`config.mk`:
```
export PLATFORM = sky130hd
export DESIGN_NAME = bubble_timing_top
export DESIGN_NICKNAME = d
export VERILOG_FILES = /design/src/logic/bubble_pkg.sv /design/src/logic/bmc_ctrl_if.sv /design/src/logic/bubble_timing_top.sv /design/src/logic/bout_cycle_counter.sv /design/src/logic/field_rotation_counter.sv /design/src/logic/access_mode_fsm.sv /design/src/logic/bmc_input_sync.sv /design/src/logic/bmc_clock_divider.sv
export VERILOG_INCLUDE_DIRS = /design/src /design/src/logic
export SDC_FILE = /design/constraint.sdc
export NUM_CORES = 1
export LEC_CHECK = 0
export ABC_AREA = 1
export ABC_CLOCK_PERIOD_IN_PS = 3100
export BUFFER_PORTS_ARGS = -buffer_cell sky130_fd_sc_hd__buf_2
export CORE_MARGIN = 2
export CORE_UTILIZATION = 65
export DETAILED_ROUTE_END_ITERATION = 12
export PLACE_DENSITY = 0.82
export SLEW_MARGIN = 20
export SYNTH_ARGS = -nofsm -noshare
export SYNTH_HDL_FRONTEND = slang
export SYNTH_HIERARCHICAL = 1
export SYNTH_SLANG_ARGS = --single-unit
```
`constraint.sdc`:
```
create_clock -name MCLK -period 3.1 [get_ports MCLK]
set_clock_uncertainty 0.15 [all_clocks]
set_input_delay 0.465 -clock MCLK [delete_from_list [all_inputs] [get_ports MCLK]]
set_output_delay 0.465 -clock MCLK [all_outputs]
set_load 0.01 [all_outputs]
```
`src/logic/bubble_consts.svh`:
```
`ifndef BUBBLE_CONSTS_SVH
`define BUBBLE_CONSTS_SVH

//////////////////////////////
// master clock divider, 48 MHz to 4 MHz
`define BT_DIV_LAST         4'd11       // counter runs 0..11
`define BT_DIV_RISE         4'd5        // clkout goes high after this count

//////////////////////////////
// rotating field phases in MCLK counts, 480 per bubble cycle
//         +Y 568
// -X 208         +X 448
//         -Y 328
`define BT_PH_IDLE          10'd0       // field stopped
`define BT_PH_BIN_EARLY     10'd88      // first input enable of a rotation
`define BT_PH_START         10'd89      // loop restarts here after +Y
`define BT_PH_MINUS_X       10'd208     // only place the field may stop
`define BT_PH_MINUS_Y       10'd328     // original detector output point
`define BT_PH_PLUS_Y        10'd568     // wrap point

// output timing advances
`define BT_OUT_EARLY_STD    10'd2       // ~40 ns, buffer delay on old boards
`define BT_OUT_EARLY_BOOT   10'd96      // 2 us ahead for boot reads
`define BT_CYC_EARLY_USER   10'd120     // count 2.5 us ahead for page reads

//////////////////////////////
// loop geometry
`define BT_ABS_LAST         12'd2052    // 2053 positions per minor loop
`define BT_ABS_INIT         12'd1951
`define BT_BOOT_LAST        13'd4105    // two bootloops interleaved
`define BT_PAGE_LAST        10'd583     // 584 bits per page
`define BT_PROP_LAST        7'd97       // 98 dead cycles down the major line
`define BT_NO_BIT           13'd8191    // nothing on the output line

// idle values, all ones so the first increment lands on 0
`define BT_PROP_IDLE        7'd127
`define BT_PAGE_IDLE        10'd1023

// strobe buffer idle pattern {swapen, bss, bsen, repen, booten}
`define BT_SYNC_IDLE        5'b11110

`endif
```
`src/logic/bubble_pkg.sv`:
```
package bubble_pkg;

    // encoding is {rotating, transfer, user}
    typedef enum logic [2:0] {
        RST  = 3'b000,  // nothing going on
        STBY = 3'b001,  // shift start seen
        IDLE = 3'b100,  // field rotating, page seek
        SWAP = 3'b101,  // page write through swap gate
        BOOT = 3'b110,  // bootloop read
        USER = 3'b111   // page read after replication
    } access_mode_e;

    typedef struct packed {
        logic rotating;     // field active
        logic transfer;     // data leaves the detector
        logic user;         // page, not bootloop
    } access_flags_s;

    // one mode word, read as a state or as flags
    typedef union packed {
        access_mode_e  state;
        access_flags_s flags;
    } access_mode_u;

endpackage

```
`src/logic/bmc_ctrl_if.sv`:
```
// synchronized controller strobes, all active low
interface bmc_ctrl_if;

    logic bss_n;        // shift start
    logic bsen_n;       // shift enable, field rotates
    logic repen_n;      // page replicator
    logic booten_n;     // bootloop access
    logic swapen_n;     // swap gate

    modport sync_src (
        output bss_n, bsen_n, repen_n, booten_n, swapen_n
    );

    modport fsm_sink (
        input  bss_n, bsen_n, repen_n, booten_n, swapen_n
    );

endinterface

```
`src/logic/bubble_timing_top.sv`:
```
module bubble_timing_top
    import bubble_pkg::*;
(
    input  logic         MCLK,          // 48 MHz
    input  logic         rst_n,
    input  logic         en_n,
    input  logic         timing_sel,
    // controller strobes, async
    input  logic         bss_n,
    input  logic         bsen_n,
    input  logic         repen_n,
    input  logic         booten_n,
    input  logic         swapen_n,
    // to the controller and the emulator core
    output logic         clkout,
    output access_mode_e acc_type,
    output logic [12:0]  bout_cycle_num,
    output logic         bin_clken_n,
    output logic         bout_clken_n,
    output logic [11:0]  abs_page
);

    logic         sample;
    access_mode_u mode;
    logic [9:0]   phase;

    bmc_ctrl_if ctrl_bus ();

    //////////////////////////////
    // controller side
    bmc_clock_divider u_divider (
        .MCLK   (MCLK),
        .rst_n  (rst_n),
        .clkout (clkout),
        .sample (sample)
    );

    bmc_input_sync u_input_sync (
        .MCLK     (MCLK),
        .rst_n    (rst_n),
        .en_n     (en_n),
        .sample   (sample),
        .bss_n    (bss_n),
        .bsen_n   (bsen_n),
        .repen_n  (repen_n),
        .booten_n (booten_n),
        .swapen_n (swapen_n),
        .ctrl     (ctrl_bus)
    );

    access_mode_fsm u_mode_fsm (
        .MCLK  (MCLK),
        .rst_n (rst_n),
        .ctrl  (ctrl_bus),
        .mode  (mode)
    );

    //////////////////////////////
    // bubble side
    field_rotation_counter u_rotation (
        .MCLK     (MCLK),
        .rst_n    (rst_n),
        .mode     (mode),
        .phase    (phase),
        .abs_page (abs_page)
    );

    bout_cycle_counter u_cycle_counter (
        .MCLK           (MCLK),
        .rst_n          (rst_n),
        .en_n           (en_n),
        .timing_sel     (timing_sel),
        .mode           (mode),
        .phase          (phase),
        .bout_cycle_num (bout_cycle_num),
        .bin_clken_n    (bin_clken_n),
        .bout_clken_n   (bout_clken_n)
    );

    assign acc_type = mode.state;

endmodule

```
`src/logic/bout_cycle_counter.sv`:
```
`include "bubble_consts.svh"

module bout_cycle_counter
    import bubble_pkg::*;
(
    input  logic         MCLK,
    input  logic         rst_n,
    input  logic         en_n,
    input  logic         timing_sel,    // early output timing
    input  access_mode_u mode,
    input  logic [9:0]   phase,
    output logic [12:0]  bout_cycle_num,
    output logic         bin_clken_n,
    output logic         bout_clken_n
);

    logic [9:0]  out_point;     // output enable phase
    logic [9:0]  cnt_point;     // cycle count phase
    logic [6:0]  prop_cnt;      // dead cycles on the major line
    logic [9:0]  page_cnt;
    logic [12:0] boot_cnt;
    logic [12:0] boot_next;
    logic [9:0]  page_next;
    logic        at_count;
    logic        prop_done;

    //////////////////////////////
    // timing selection
    always_ff @(posedge MCLK or negedge rst_n)
    begin
        if (!rst_n)
        begin
            out_point <= `BT_PH_IDLE;
            cnt_point <= `BT_PH_PLUS_Y;
        end
        else if (en_n)
        begin
            out_point <= `BT_PH_IDLE;      // emulator off, enable only while parked
            cnt_point <= `BT_PH_PLUS_Y;
        end
        else if (timing_sel && mode.state == BOOT)
        begin
            out_point <= `BT_PH_MINUS_Y - `BT_OUT_EARLY_BOOT;  // 232
            cnt_point <= `BT_PH_PLUS_Y;
        end
        else if (timing_sel && mode.state == USER)
        begin
            out_point <= `BT_PH_PLUS_Y;                        // with the +Y input enable
            cnt_point <= `BT_PH_PLUS_Y - `BT_CYC_EARLY_USER;   // 448, at +X
        end
        else
        begin
            out_point <= `BT_PH_MINUS_Y - `BT_OUT_EARLY_STD;   // 326
            cnt_point <= `BT_PH_PLUS_Y;
        end
    end

    assign at_count  = (phase == cnt_point);
    assign prop_done = (prop_cnt == `BT_PROP_LAST);
    assign page_next = page_cnt + 10'd1;    // idle 1023 rolls to 0
    assign boot_next = (boot_cnt == `BT_BOOT_LAST) ? 13'd0 : boot_cnt + 13'd1;

    //////////////////////////////
    // serial bit numbering
    always_ff @(posedge MCLK or negedge rst_n)
    begin
        if (!rst_n)
        begin
            bout_cycle_num <= `BT_NO_BIT;
            prop_cnt       <= `BT_PROP_IDLE;
            page_cnt       <= `BT_PAGE_IDLE;
            boot_cnt       <= {1'b0, `BT_ABS_INIT};
        end
        else if (phase == `BT_PH_IDLE)
        begin
            if (mode.state == RST)  // field parked and controller gone
            begin
                bout_cycle_num <= `BT_NO_BIT;
                prop_cnt       <= `BT_PROP_IDLE;
                page_cnt       <= `BT_PAGE_IDLE;
            end
        end
        else if (at_count)
        begin
            boot_cnt <= boot_next;  // bootloops move on every rotation
            if (!mode.flags.transfer)
            begin
                bout_cycle_num <= `BT_NO_BIT;   // seek or swap, nothing leaves
                prop_cnt       <= `BT_PROP_IDLE;
                page_cnt       <= `BT_PAGE_IDLE;
            end
            else if (!prop_done)
            begin
                bout_cycle_num <= `BT_NO_BIT;   // bits still travelling to detector
                prop_cnt       <= prop_cnt + 7'd1;
                page_cnt       <= `BT_PAGE_IDLE;
            end
            else if (!mode.flags.user)
            begin
                bout_cycle_num <= boot_next;
            end
            else if (page_cnt != `BT_PAGE_LAST)
            begin
                page_cnt       <= page_next;
                bout_cycle_num <= {3'b000, page_next};
            end
            else
            begin
                bout_cycle_num <= `BT_NO_BIT;   // page done, line empty till reset
            end
        end
    end

    //////////////////////////////
    // bit clock enables, one cycle low each
    always_ff @(posedge MCLK or negedge rst_n)
    begin
        if (!rst_n)
        begin
            bin_clken_n  <= 1'b1;
            bout_clken_n <= 1'b0;
        end
        else
        begin
            bin_clken_n  <= !(phase == `BT_PH_BIN_EARLY || phase == `BT_PH_PLUS_Y);
            bout_clken_n <= !(phase == `BT_PH_IDLE || phase == out_point);
        end
    end

endmodule

```
`src/logic/field_rotation_counter.sv`:
```
`include "bubble_consts.svh"

module field_rotation_counter
    import bubble_pkg::*;
(
    input  logic         MCLK,
    input  logic         rst_n,
    input  access_mode_u mode,
    output logic [9:0]   phase,     // MCLK position in the bubble cycle
    output logic [11:0]  abs_page   // absolute loop position
);

    logic at_plus_y;
    logic may_stop;

    assign at_plus_y = (phase == `BT_PH_PLUS_Y);

    // idle, or at -X where the field may halt
    assign may_stop = (phase == `BT_PH_IDLE) || (phase == `BT_PH_MINUS_X);

    //////////////////////////////
    // rotating field phase
    always_ff @(posedge MCLK or negedge rst_n)
    begin
        if (!rst_n)
            phase <= `BT_PH_IDLE;
        else if (at_plus_y)
            phase <= `BT_PH_START;      // 568 back to 89, 480 per cycle
        else if (may_stop && !mode.flags.rotating)
            phase <= `BT_PH_IDLE;       // park, or stay parked
        else
            phase <= phase + 10'd1;
    end

    //////////////////////////////
    // absolute position, one step per +Y
    always_ff @(posedge MCLK or negedge rst_n)
    begin
        if (!rst_n)
        begin
            abs_page <= `BT_ABS_INIT;
        end
        else if (at_plus_y)
        begin
            if (abs_page == `BT_ABS_LAST)
                abs_page <= 12'd0;
            else
                abs_page <= abs_page + 12'd1;
        end
    end

    // replicator sits at position 0, swap gate at 1536

endmodule

```
`src/logic/access_mode_fsm.sv`:
```
module access_mode_fsm
    import bubble_pkg::*;
(
    input  logic         MCLK,
    input  logic         rst_n,
    bmc_ctrl_if.fsm_sink ctrl,
    output access_mode_u mode
);

    logic [4:0]   pattern;
    access_mode_e state_d;

    // {bss, booten, bsen, repen, swapen}
    assign pattern = {ctrl.bss_n, ctrl.booten_n, ctrl.bsen_n, ctrl.repen_n, ctrl.swapen_n};

    //////////////////////////////
    // next state from strobe pattern
    always_comb
    begin
        state_d = mode.state;
        casez (pattern)
            5'b1?111:   // everything released
            begin
                if (mode.state != STBY)
                    state_d = RST;  // standby survives the gap before bsen
            end
            5'b0?111:   // shift start pulse
            begin
                if (mode.state == RST)
                    state_d = STBY;
            end
            5'b10011:   // bootloop shift
            begin
                if (mode.state == STBY || mode.state == RST || mode.state == BOOT)
                    state_d = BOOT;
            end
            5'b11011:   // page seek, field running
            begin
                if (mode.state == STBY || mode.state == RST)
                    state_d = IDLE;
            end
            5'b11001:   // replicator pulse
            begin
                if (mode.state == IDLE)
                    state_d = USER;
            end
            5'b11010:   // swap pulse
            begin
                if (mode.state == IDLE)
                    state_d = SWAP;
            end
            default:
            begin
                state_d = mode.state;   // unknown pattern holds
            end
        endcase
    end

    always_ff @(posedge MCLK or negedge rst_n)
    begin
        if (!rst_n)
            mode.state <= RST;
        else
            mode.state <= state_d;
    end

endmodule

```
`src/logic/bmc_input_sync.sv`:
```
`include "bubble_consts.svh"

module bmc_input_sync (
    input  logic         MCLK,
    input  logic         rst_n,
    input  logic         en_n,      // emulator enable
    input  logic         sample,
    input  logic         bss_n,
    input  logic         bsen_n,
    input  logic         repen_n,
    input  logic         booten_n,
    input  logic         swapen_n,
    bmc_ctrl_if.sync_src ctrl
);

    // bit order {swapen, bss, bsen, repen, booten}
    logic [4:0] gated;
    logic [4:0] step1;
    logic [4:0] step2;
    logic [4:0] step3;
    logic [4:0] sync_q;

    // disabled emulator looks like an idle controller
    assign gated[4] = en_n | swapen_n;
    assign gated[3] = en_n | bss_n;
    assign gated[2] = en_n | bsen_n;
    assign gated[1] = en_n | repen_n | ~booten_n;   // bootloop replication, not a page
    assign gated[0] = ~en_n & booten_n;             // idle reads as low

    //////////////////////////////
    // falling edge buffer chain
    always_ff @(negedge MCLK or negedge rst_n)
    begin
        if (!rst_n)
        begin
            step1 <= `BT_SYNC_IDLE;
            step2 <= `BT_SYNC_IDLE;
            step3 <= `BT_SYNC_IDLE;
        end
        else
        begin
            step1 <= gated;     // raw async strobes land here
            step2 <= step1;
            step3 <= step2;     // launch skew covered by now
        end
    end

    // pick up only on sample points
    always_ff @(posedge MCLK or negedge rst_n)
    begin
        if (!rst_n)
            sync_q <= `BT_SYNC_IDLE;
        else if (sample)
            sync_q <= step3;
    end

    assign ctrl.swapen_n = sync_q[4];
    assign ctrl.bss_n    = sync_q[3];
    assign ctrl.bsen_n   = sync_q[2];
    assign ctrl.repen_n  = sync_q[1];
    assign ctrl.booten_n = sync_q[0];

endmodule

```
`src/logic/bmc_clock_divider.sv`:
```
`include "bubble_consts.svh"

module bmc_clock_divider (
    input  logic MCLK,
    input  logic rst_n,
    output logic clkout,    // 4 MHz to the controller
    output logic sample     // strobe sampling point
);

    logic [3:0] div_cnt;

    //////////////////////////////
    // divide by 12
    always_ff @(posedge MCLK or negedge rst_n)
    begin
        if (!rst_n)
        begin
            div_cnt <= 4'd0;
            clkout  <= 1'b1;
        end
        else if (div_cnt == `BT_DIV_LAST)
        begin
            div_cnt <= 4'd0;
            clkout  <= 1'b0;    // controller launches strobes here
        end
        else
        begin
            div_cnt <= div_cnt + 4'd1;
            if (div_cnt == `BT_DIV_RISE)
                clkout <= 1'b1;
        end
    end

    // counter never passes 11, so low bits 11 means 3, 7 or 11
    // three looks per 4 MHz period, last one right on the launch edge
    assign sample = (div_cnt[1:0] == 2'b11);

endmodule

```
Word-level counts from Yosys, hierarchy flattened
Cells that the tools add are included.
{"block": "totals", "ram_bits": 0, "memories": 0, "regBits": 115, "latch_bits": 0, "rom_bits": 0}
{"block": "classes", "muxes": 39, "eq_ne": 33, "reduce_logical": 21, "div_mod_pow": 0, "n_mul": 0, "order_cmp": 0, "add_sub_neg": 6, "bitwise": 9, "shifts": 0}
{"op": "$mux 10", "count": 15}
{"op": "$mux 13", "count": 8}
{"op": "$mux 7", "count": 5}
{"op": "$add 10x1->10 const B", "count": 2}
{"op": "$eq 10x10->1", "count": 2}
{"op": "$eq 5x5->1 const B", "count": 4}
{"op": "$mux 3", "count": 6}
{"op": "$pmux 3 s6", "count": 1}
{"op": "$add 13x1->13 const B", "count": 1}
{"op": "$eq 13x13->1 const B", "count": 1}
{"op": "$add 12x1->12 const B", "count": 1}
{"op": "$eq 12x12->1 const B", "count": 1}
{"op": "$mux 12", "count": 1}
{"op": "$ne 2x1->1 const B", "count": 6}
{"op": "$eq 10x10->1 const B", "count": 1}
{"op": "$eq 10x7->1 const B", "count": 1}
{"op": "$eq 10x8->1 const B", "count": 1}
{"op": "$logic_not 10->1", "count": 1}
{"op": "$ne 10x10->1 const B", "count": 1}
{"op": "$eq 3x3->1 const B", "count": 3}
{"op": "$eq 4x3->1 const B", "count": 2}
{"op": "$eq 4x4->1 const B", "count": 2}
{"op": "$ne 4x4->1 const B", "count": 2}
{"op": "$add 7x1->7 const B", "count": 1}
{"op": "22 further kinds", "count": 39}

Logic depth before layout (Yosys ltp)
Gate-level depths: netlist of the first run.
{"block": "depth", "depth_word": 7, "depth_mapped": 11, "mapped_depth_nobuf": 11}

Cells and area by module
Netlist of the first run, hierarchy kept.
{"mod": "bout_cycle_counter", "n_inst": 1, "area_each_um2": 3400.8, "seq_area_each_um2": 1327.5, "cells_each": 502}
{"mod": "field_rotation_counter", "n_inst": 1, "area_each_um2": 1377.6, "seq_area_each_um2": 561.8, "cells_each": 190}
{"mod": "bmc_input_sync", "n_inst": 1, "area_each_um2": 618.1, "seq_area_each_um2": 520.5, "cells_each": 44}
{"mod": "access_mode_fsm", "n_inst": 1, "area_each_um2": 359.1, "seq_area_each_um2": 75.1, "cells_each": 54}
{"mod": "bmc_clock_divider", "n_inst": 1, "area_each_um2": 226.5, "seq_area_each_um2": 126.4, "cells_each": 23}

==> impl_metrics.toml, run 1 <==
[outcome]
status = "finished, final reports clean"

[hold_path]
hold_class = "reg -> reg"

[yosys]
synth_ff_type = "dfstp_2"
ys_warn_count = 6
async_flop_share_pct = 100
synth_top_area_share_pct = 29.4
synth_most_common_cell = "nand2_1"
syn_area_per_cell_um2 = 7.36
yosysSeqAreaShare_pct = 43.7
synth_cells = 813
synth_edf_count = 0
synth.area.top_cells = "dfstp_2 29%, nand2_1 14%, dfrtp_1 13%, nand3_1 7.5%, inv_1 7.4%"
yosys_register_bits = 101
ys_types = 43
synth_commonest_cells = "227 x nand2_1, 118 x inv_1, 104 x nor2_1, 90 x nand3_1, 67 x dfstp_2"
synthesis.nets = 833
netlist_area_um2 = 5980
yosysTopAreaCell = "dfstp_2"

[worst_setup_path]
crit_family = "buffers and inverters"
crit_buf_inv = 2
worstPathRequired_ns = 1.90
critical-path-max-stage-delay_ns = 0.52
slowest_stage = "dlygate4sd3_1"
worst_setup_path_end_kind = "asynchronous set/reset pin"
critPathArrivalTime_ns = 1.35
crit_type = "in -> async"
start_kind = "primary input"
cp_cell_sequence = "dlygate4sd3_1 > buf_4"
cp_max_fo = 32

[placed_design]
dpl_cell_area_um2 = 6300
io_buffers = 39
post-dp-hpwl_um = 9850
gp_congestion = 0.898

[power_and_ir_drop]
seqPwrFrac_pct = 48.1
power_frac_comb_pct = 28.2
powerDensity_nw_per_um2 = 583
ir_drop_uv = 267
p_int_mw = 2.33
power.clock.fraction_pct = 23.7
p_switching_mw = 1.50
sw_frac_of_total_pct = 39.1
p_leak_nw = 3.36

[clocking]
clkTransAtPathRegs_ns = 0.07
cts_inserted_buffers = 9
cts_resized = 0
cts_root_buf = "clkbuf_8"
clk_latency_ns = 0.41
clk_path_buf_depth = 2
cts_tree = "yes"
htreeDepth = 3
cts_sinks = 101

[timing]
rsz0062_at_grt = "no"
relSlewSlack_pct = 53.6
hold_violations = 0
maxSlewViolCount = 0
setup_viol = 0
tns_ns = 0
worst_slew_pin_slew_ns = 0.696

[routing]
wl_um = 13500
drtPass1Iterations = 5
drtIter0Drc = 295
via_per_inst = 5.45
drtAntennaViolNets = 0
drc = 0
vias = 5373
avgRoutedWirePerCell_um = 13.7

[global_routing]
antenna_found_initial = 0
track_usage_pct = 28.4
overflow = 0
grt_pass1_wl_um = 22900
grt_pass1_vias = 5084
grt_max_degree = 45

[floorplan]
fp.dieArea_um2 = 9990
initial_utilization_pct = 66.0
pin_count = 40
rows = 35
core_area_um2 = 9060
die_w_um = 99.9
die_h_um = 99.9

[cells_and_area]
antenna_cells = 0
nFillCells = 727
seqCellArea_um2 = 2610
areaGrowthSynthToFinish_pct = 9.64
multi_input_comb_area_um2 = 2830
nets = 889
stdcell_area_um2 = 6560
drive_gt1_share_pct = 20.8

[flow_run]
max_cap_viol_count = 0
## timing repair
item,in CTS,in global routing
hold endpoints to repair,14,0
hold buffers,1,0
setup buffers,0,0
## sequential cells by signal, summed over array words and instances (netlist names), 5 cells and up
name                            cells
u_cycle_counter/bout_cycle_num     13
u_cycle_counter/prop_cnt            7
u_input_sync/step1                  5
u_cycle_counter/boot_cnt           13
u_rotation/phase                   10
u_input_sync/sync_q                 5
u_cycle_counter/page_cnt           10
u_input_sync/step2                  5
u_rotation/abs_page                12
u_input_sync/step3                  5
## stage by stage
stage / hold WS [ns] / setup slack [ns] / power [mW] / cells / util [%]
after global routing: 0.171 / 0.480 / 4.08 / 985 / 72.4
after global placement: 0.152 / 0.454 / 2.89 / 957 / 69.5
after detailed placement: 0.164 / 0.430 / 2.95 / 957 / 69.5
after floorplan: 0.0194 / 0.583 / 2.64 / 813 / -
after CTS: 0.166 / 0.536 / 3.85 / 985 / 72.4
final: 0.165 / 0.544 / 3.82 / 985 / 72.4
## power groups by stage
stage / Clock [mW] / Sequential (mW) / Combinational [mW]
global route: 0.984 / 1.88 / 1.22
detailed placement: 0.0257 / 1.86 / 1.06
finish: 0.907 / 1.84 / 1.08
floorplan: 0.0257 / 1.82 / 0.795
global placement: 0.0257 / 1.85 / 1.02
CTS: 0.936 / 1.84 / 1.07
## cell usage in the layout (no fill, tap or decap), types with 11 or more instances in the layout
cell type  instances
a21oi_1           14
buf_2             38
dfrtp_1           31
dfstp_2           67
ha_1              11
inv_1            129
nand2_1          227
nand2_2           13
nand3_1           90
nand4_1           16
nor2_1           104
o21ai_0           21
xor2_1            11
## worst paths after layout
kind / from / endpoint / slack (ns) / cells after the start
worst max-delay path: rst_n / u_input_sync/step2[3]$_DFF_NN1_ / 0.54 / 2
worst min-delay path: u_input_sync/step1[0]$_DFF_NN0_ / u_input_sync/step2[0]$_DFF_NN0_ / 0.17 / 0
worst max register to register: u_input_sync/step3[1]$_DFF_NN1_ / u_input_sync/sync_q[1]$_DFFE_PN1P_ / 0.66 / 2
worst min register to register: u_input_sync/step1[0]$_DFF_NN0_ / u_input_sync/step2[0]$_DFF_NN0_ / 0.17 / 0
max in group MCLK: u_input_sync/step3[1]$_DFF_NN1_ / u_input_sync/sync_q[1]$_DFFE_PN1P_ / 0.66 / 2
min in group asynchronous: rst_n / u_divider/div_cnt[3]$_DFF_PN0_ / 0.39 / 2
## metal layers
layer  global-route usage, %  vias up  part of all wire [%]
li1                        -     2648                     -
met5                       0        -                     0
met2                    49.2      171                    49
met3                    3.20       20                   4.9
met1                    37.3     2534                    45
met4                    10.0        0                   1.3
## layout make-up
class / count / share of cell area [%]
clock buffers: 9 / 1.89
clock inverters: 19 / 2.00
inverters: 125 / 7.23
multi-input cells: 574 / 43.1
flip-flops and latches: 101 / 39.8
well taps: 111 / 2.12
repair buffers: 46 / 3.85
## logic make-up after synthesis
logic type               count (synthesis)  synth area share, %
buffers and inverters                  138                 9.10
adder cells (fa/ha/maj)                 11                 2.30
flip-flops                             101                 43.7
AO/OA/AOI/OAI                           53                 5.46
XOR/XNOR                                14                 2.05
AND/OR/NAND/NOR                        496                 37.4
No activity file was read; power rests on OpenSTA's default activity.
==> run 2, diff against run 1 <==
--- a/config.mk
+++ b/config.mk
@@ -7,12 +7,12 @@
 export NUM_CORES = 1
 export LEC_CHECK = 0
 export ABC_AREA = 1
-export ABC_CLOCK_PERIOD_IN_PS = 3100
+export ABC_CLOCK_PERIOD_IN_PS = 2100
 export BUFFER_PORTS_ARGS = -buffer_cell sky130_fd_sc_hd__buf_2
 export CORE_MARGIN = 2
-export CORE_UTILIZATION = 65
+export CORE_UTILIZATION = 55
 export DETAILED_ROUTE_END_ITERATION = 12
-export PLACE_DENSITY = 0.82
+export PLACE_DENSITY = 0.73
 export SLEW_MARGIN = 20
 export SYNTH_ARGS = -nofsm -noshare
 export SYNTH_HDL_FRONTEND = slang
==> constraint.sdc (replaced) <==
create_clock -name MCLK -period 2.1 [get_ports MCLK]
set_clock_uncertainty 0.15 [all_clocks]
set_input_delay 0.315 -clock MCLK [delete_from_list [all_inputs] [get_ports MCLK]]
set_output_delay 0.315 -clock MCLK [all_outputs]
set_load 0.01 [all_outputs]
==> run 2 against run 1 <==
Against the previous run:
- global-route usage is 4.0 points lower
- first-iteration DRC count increased by 20%
- non-clock buffer count increased by 17
- worst hold slack got worse by 0.13 ns
- cell area increased by 3.2%
- sequential power is 42% higher
- register-to-register slack worse by 0.53 ns
- via count increased by 0.17%
==> impl_metrics.toml, run 2 (synthesis results as in run 1) <==
[outcome]
status = "finished, final reports clean"

[routing]
drc = 0
vias = 5382
met1_length_um = 6250
drtAntennaViolNets = 0
via_per_inst = 5.22
drtPass1Iterations = 5
top_layer = "met4"
met2_length_um = 6450
wl_met3_um = 593
drtIter0Drc = 355
wl_um = 13400
avgRoutedWirePerCell_um = 13.0

[global_routing]
track_usage_pct = 24.4
antenna_found_initial = 0
overflow = 0
grt_max_degree = 39
grt_pass1_vias = 5118
grt_pass1_wl_um = 23100

[clocking]
clk_path_buf_depth = 2
clk_latency_ns = 0.41
htreeDepth = 3
cts_inserted_buffers = 9
cts_sinks = 101
clkTransAtPathRegs_ns = 0.10
cts_root_buf = "clkbuf_8"
cts_tree = "yes"
cts_setup_buffers = 0

[worst_setup_path]
crit_type = "reg -> reg"
r2r_cells = 9
r2r_slack_ns = 0.13
start_kind = "flop"
cp_max_fo = 7
worst_setup_path_end_kind = "flop"
worstPathRequired_ns = 2.27
critPathArrivalTime_ns = 2.14

[timing]
relSlewSlack_pct = 68.4
setup_viol = 0
maxSlewViolCount = 0
worst_slew_pin_slew_ns = 0.474
hold_violations = 0
finalCritPeriodShare_pct = 93.8
fin_crit_ns = 1.97
rsz0062_at_grt = "no"
fmax_mhz = 508
tns_ns = 0

[hold_path]
hold_class = "in -> reg"
holdPathStages = 2

[power_and_ir_drop]
powerDensity_nw_per_um2 = 862
p_leak_nw = 3.46
ir_drop_uv = 431
p_total_mw = 5.83

[cells_and_area]
reg_top3 = "u_cycle_counter/boot_cnt: 13 flops, u_cycle_counter/bout_cycle_num: 13 flops, u_rotation/abs_page: 12 flops"
seqCellArea_um2 = 2610
nFillCells = 976
layout_common_cells = "226 x nand2_1, 129 x inv_1, 100 x nor2_1"
drive_gt1_share_pct = 22.9
final_common_cell = "nand2_1"
multi_input_comb_area_um2 = 2850
areaGrowthSynthToFinish_pct = 13.2
antenna_cells = 0
nets = 906

[floorplan]
rows = 38
initial_utilization_pct = 55.7
die_w_um = 108
core_area_um2 = 10700
pin_count = 40
die_h_um = 108
fp.dieArea_um2 = 11700

[placed_design]
io_buffers = 39
post-dp-hpwl_um = 9890
gp_congestion = 0.892

[flow_run]
max_cap_viol_count = 0
==> run 2: cell count changes in the layout (fill, tap and decap cells not counted), sizes merged <==
cell         before  now
buf              45   61
clkinv            4    1
inv             140  142
bufinv            0    1
dlygate4sd3       1    2
==> run 2: what timing repair did <==
item                                   4_1_cts  5_1_grt
endpoints found under the hold margin       13        0
hold buffers                                 2        0
setup endpoints to repair                    0       13
gates resized for setup                      0        7
==> run 2: cell type report <==
| type | instances | share of cell area [%] |
|---|---|---|
| multi-input combinational | 574 | 42.1 |
| sequential | 101 | 38.6 |
| inverter | 125 | 7.00 |
| timing repair buffer | 63 | 6.02 |
| tap | 140 | 2.59 |
| clock inverter | 19 | 1.92 |
| clock buffer | 9 | 1.83 |
==> run 2: path summary, 6_finish.rpt <==
check                                                   startpoint                                       endpoint
max                        u_cycle_counter/page_cnt[1]$_DFFE_PN1P_  u_cycle_counter/bout_cycle_num[4]$_DFFE_PN1P_
min                                                           en_n         u_cycle_counter/out_point[5]$_DFF_PN0_
max reg2reg                u_cycle_counter/page_cnt[1]$_DFFE_PN1P_  u_cycle_counter/bout_cycle_num[4]$_DFFE_PN1P_
min reg2reg                        u_input_sync/step1[0]$_DFF_NN0_                u_input_sync/step2[0]$_DFF_NN0_
max in group asynchronous                                    rst_n                u_input_sync/step1[0]$_DFF_NN0_
min in group asynchronous                                    rst_n             u_rotation/abs_page[6]$_DFFE_PN0N_
==> run 2: metrics by stage <==
stage	worst slack, ns	hold slack [ns]	cell area (um^2)	utilization [%]	cells
after floorplan	0.233	-0.131	5980	-	813
after global placement	0.101	0.148	6480	60.3	1002
after detailed placement	0.0931	0.148	6480	60.3	1002
after CTS	0.117	0.0217	6750	62.8	1031
after global routing	0.00165	0.0512	6770	63.0	1031
final	0.130	0.0345	6770	63.0	1031
==> run 2: routing by layer <==
metal	global-route usage (%)	vias to the layer above
met5	0	-
met4	6.78	0
met3	3.86	11
met2	40.0	130
met1	33.8	2552
li1	-	2689
==> run 2: report_power, final <==
group | internal, mW | leakage [nW] | switching (mW)
combinational | 0.693 | 2.14 | 1.14
clock | 0.609 | 0.173 | 0.781
sequential | 2.34 | 1.15 | 0.272
total | 3.64 | 3.46 | 2.20
==> run 2: worst max-delay path, cell delays in order (launching register included) <==
cell     delay (ns)
dfstp_2        0.56
ha_1           0.21
nand2_1        0.11
nor2_1         0.09
nand4_1        0.10
and2_1         0.26
buf_4          0.20
nand2_1        0.06
nand3_1        0.08
nand3_1        0.09
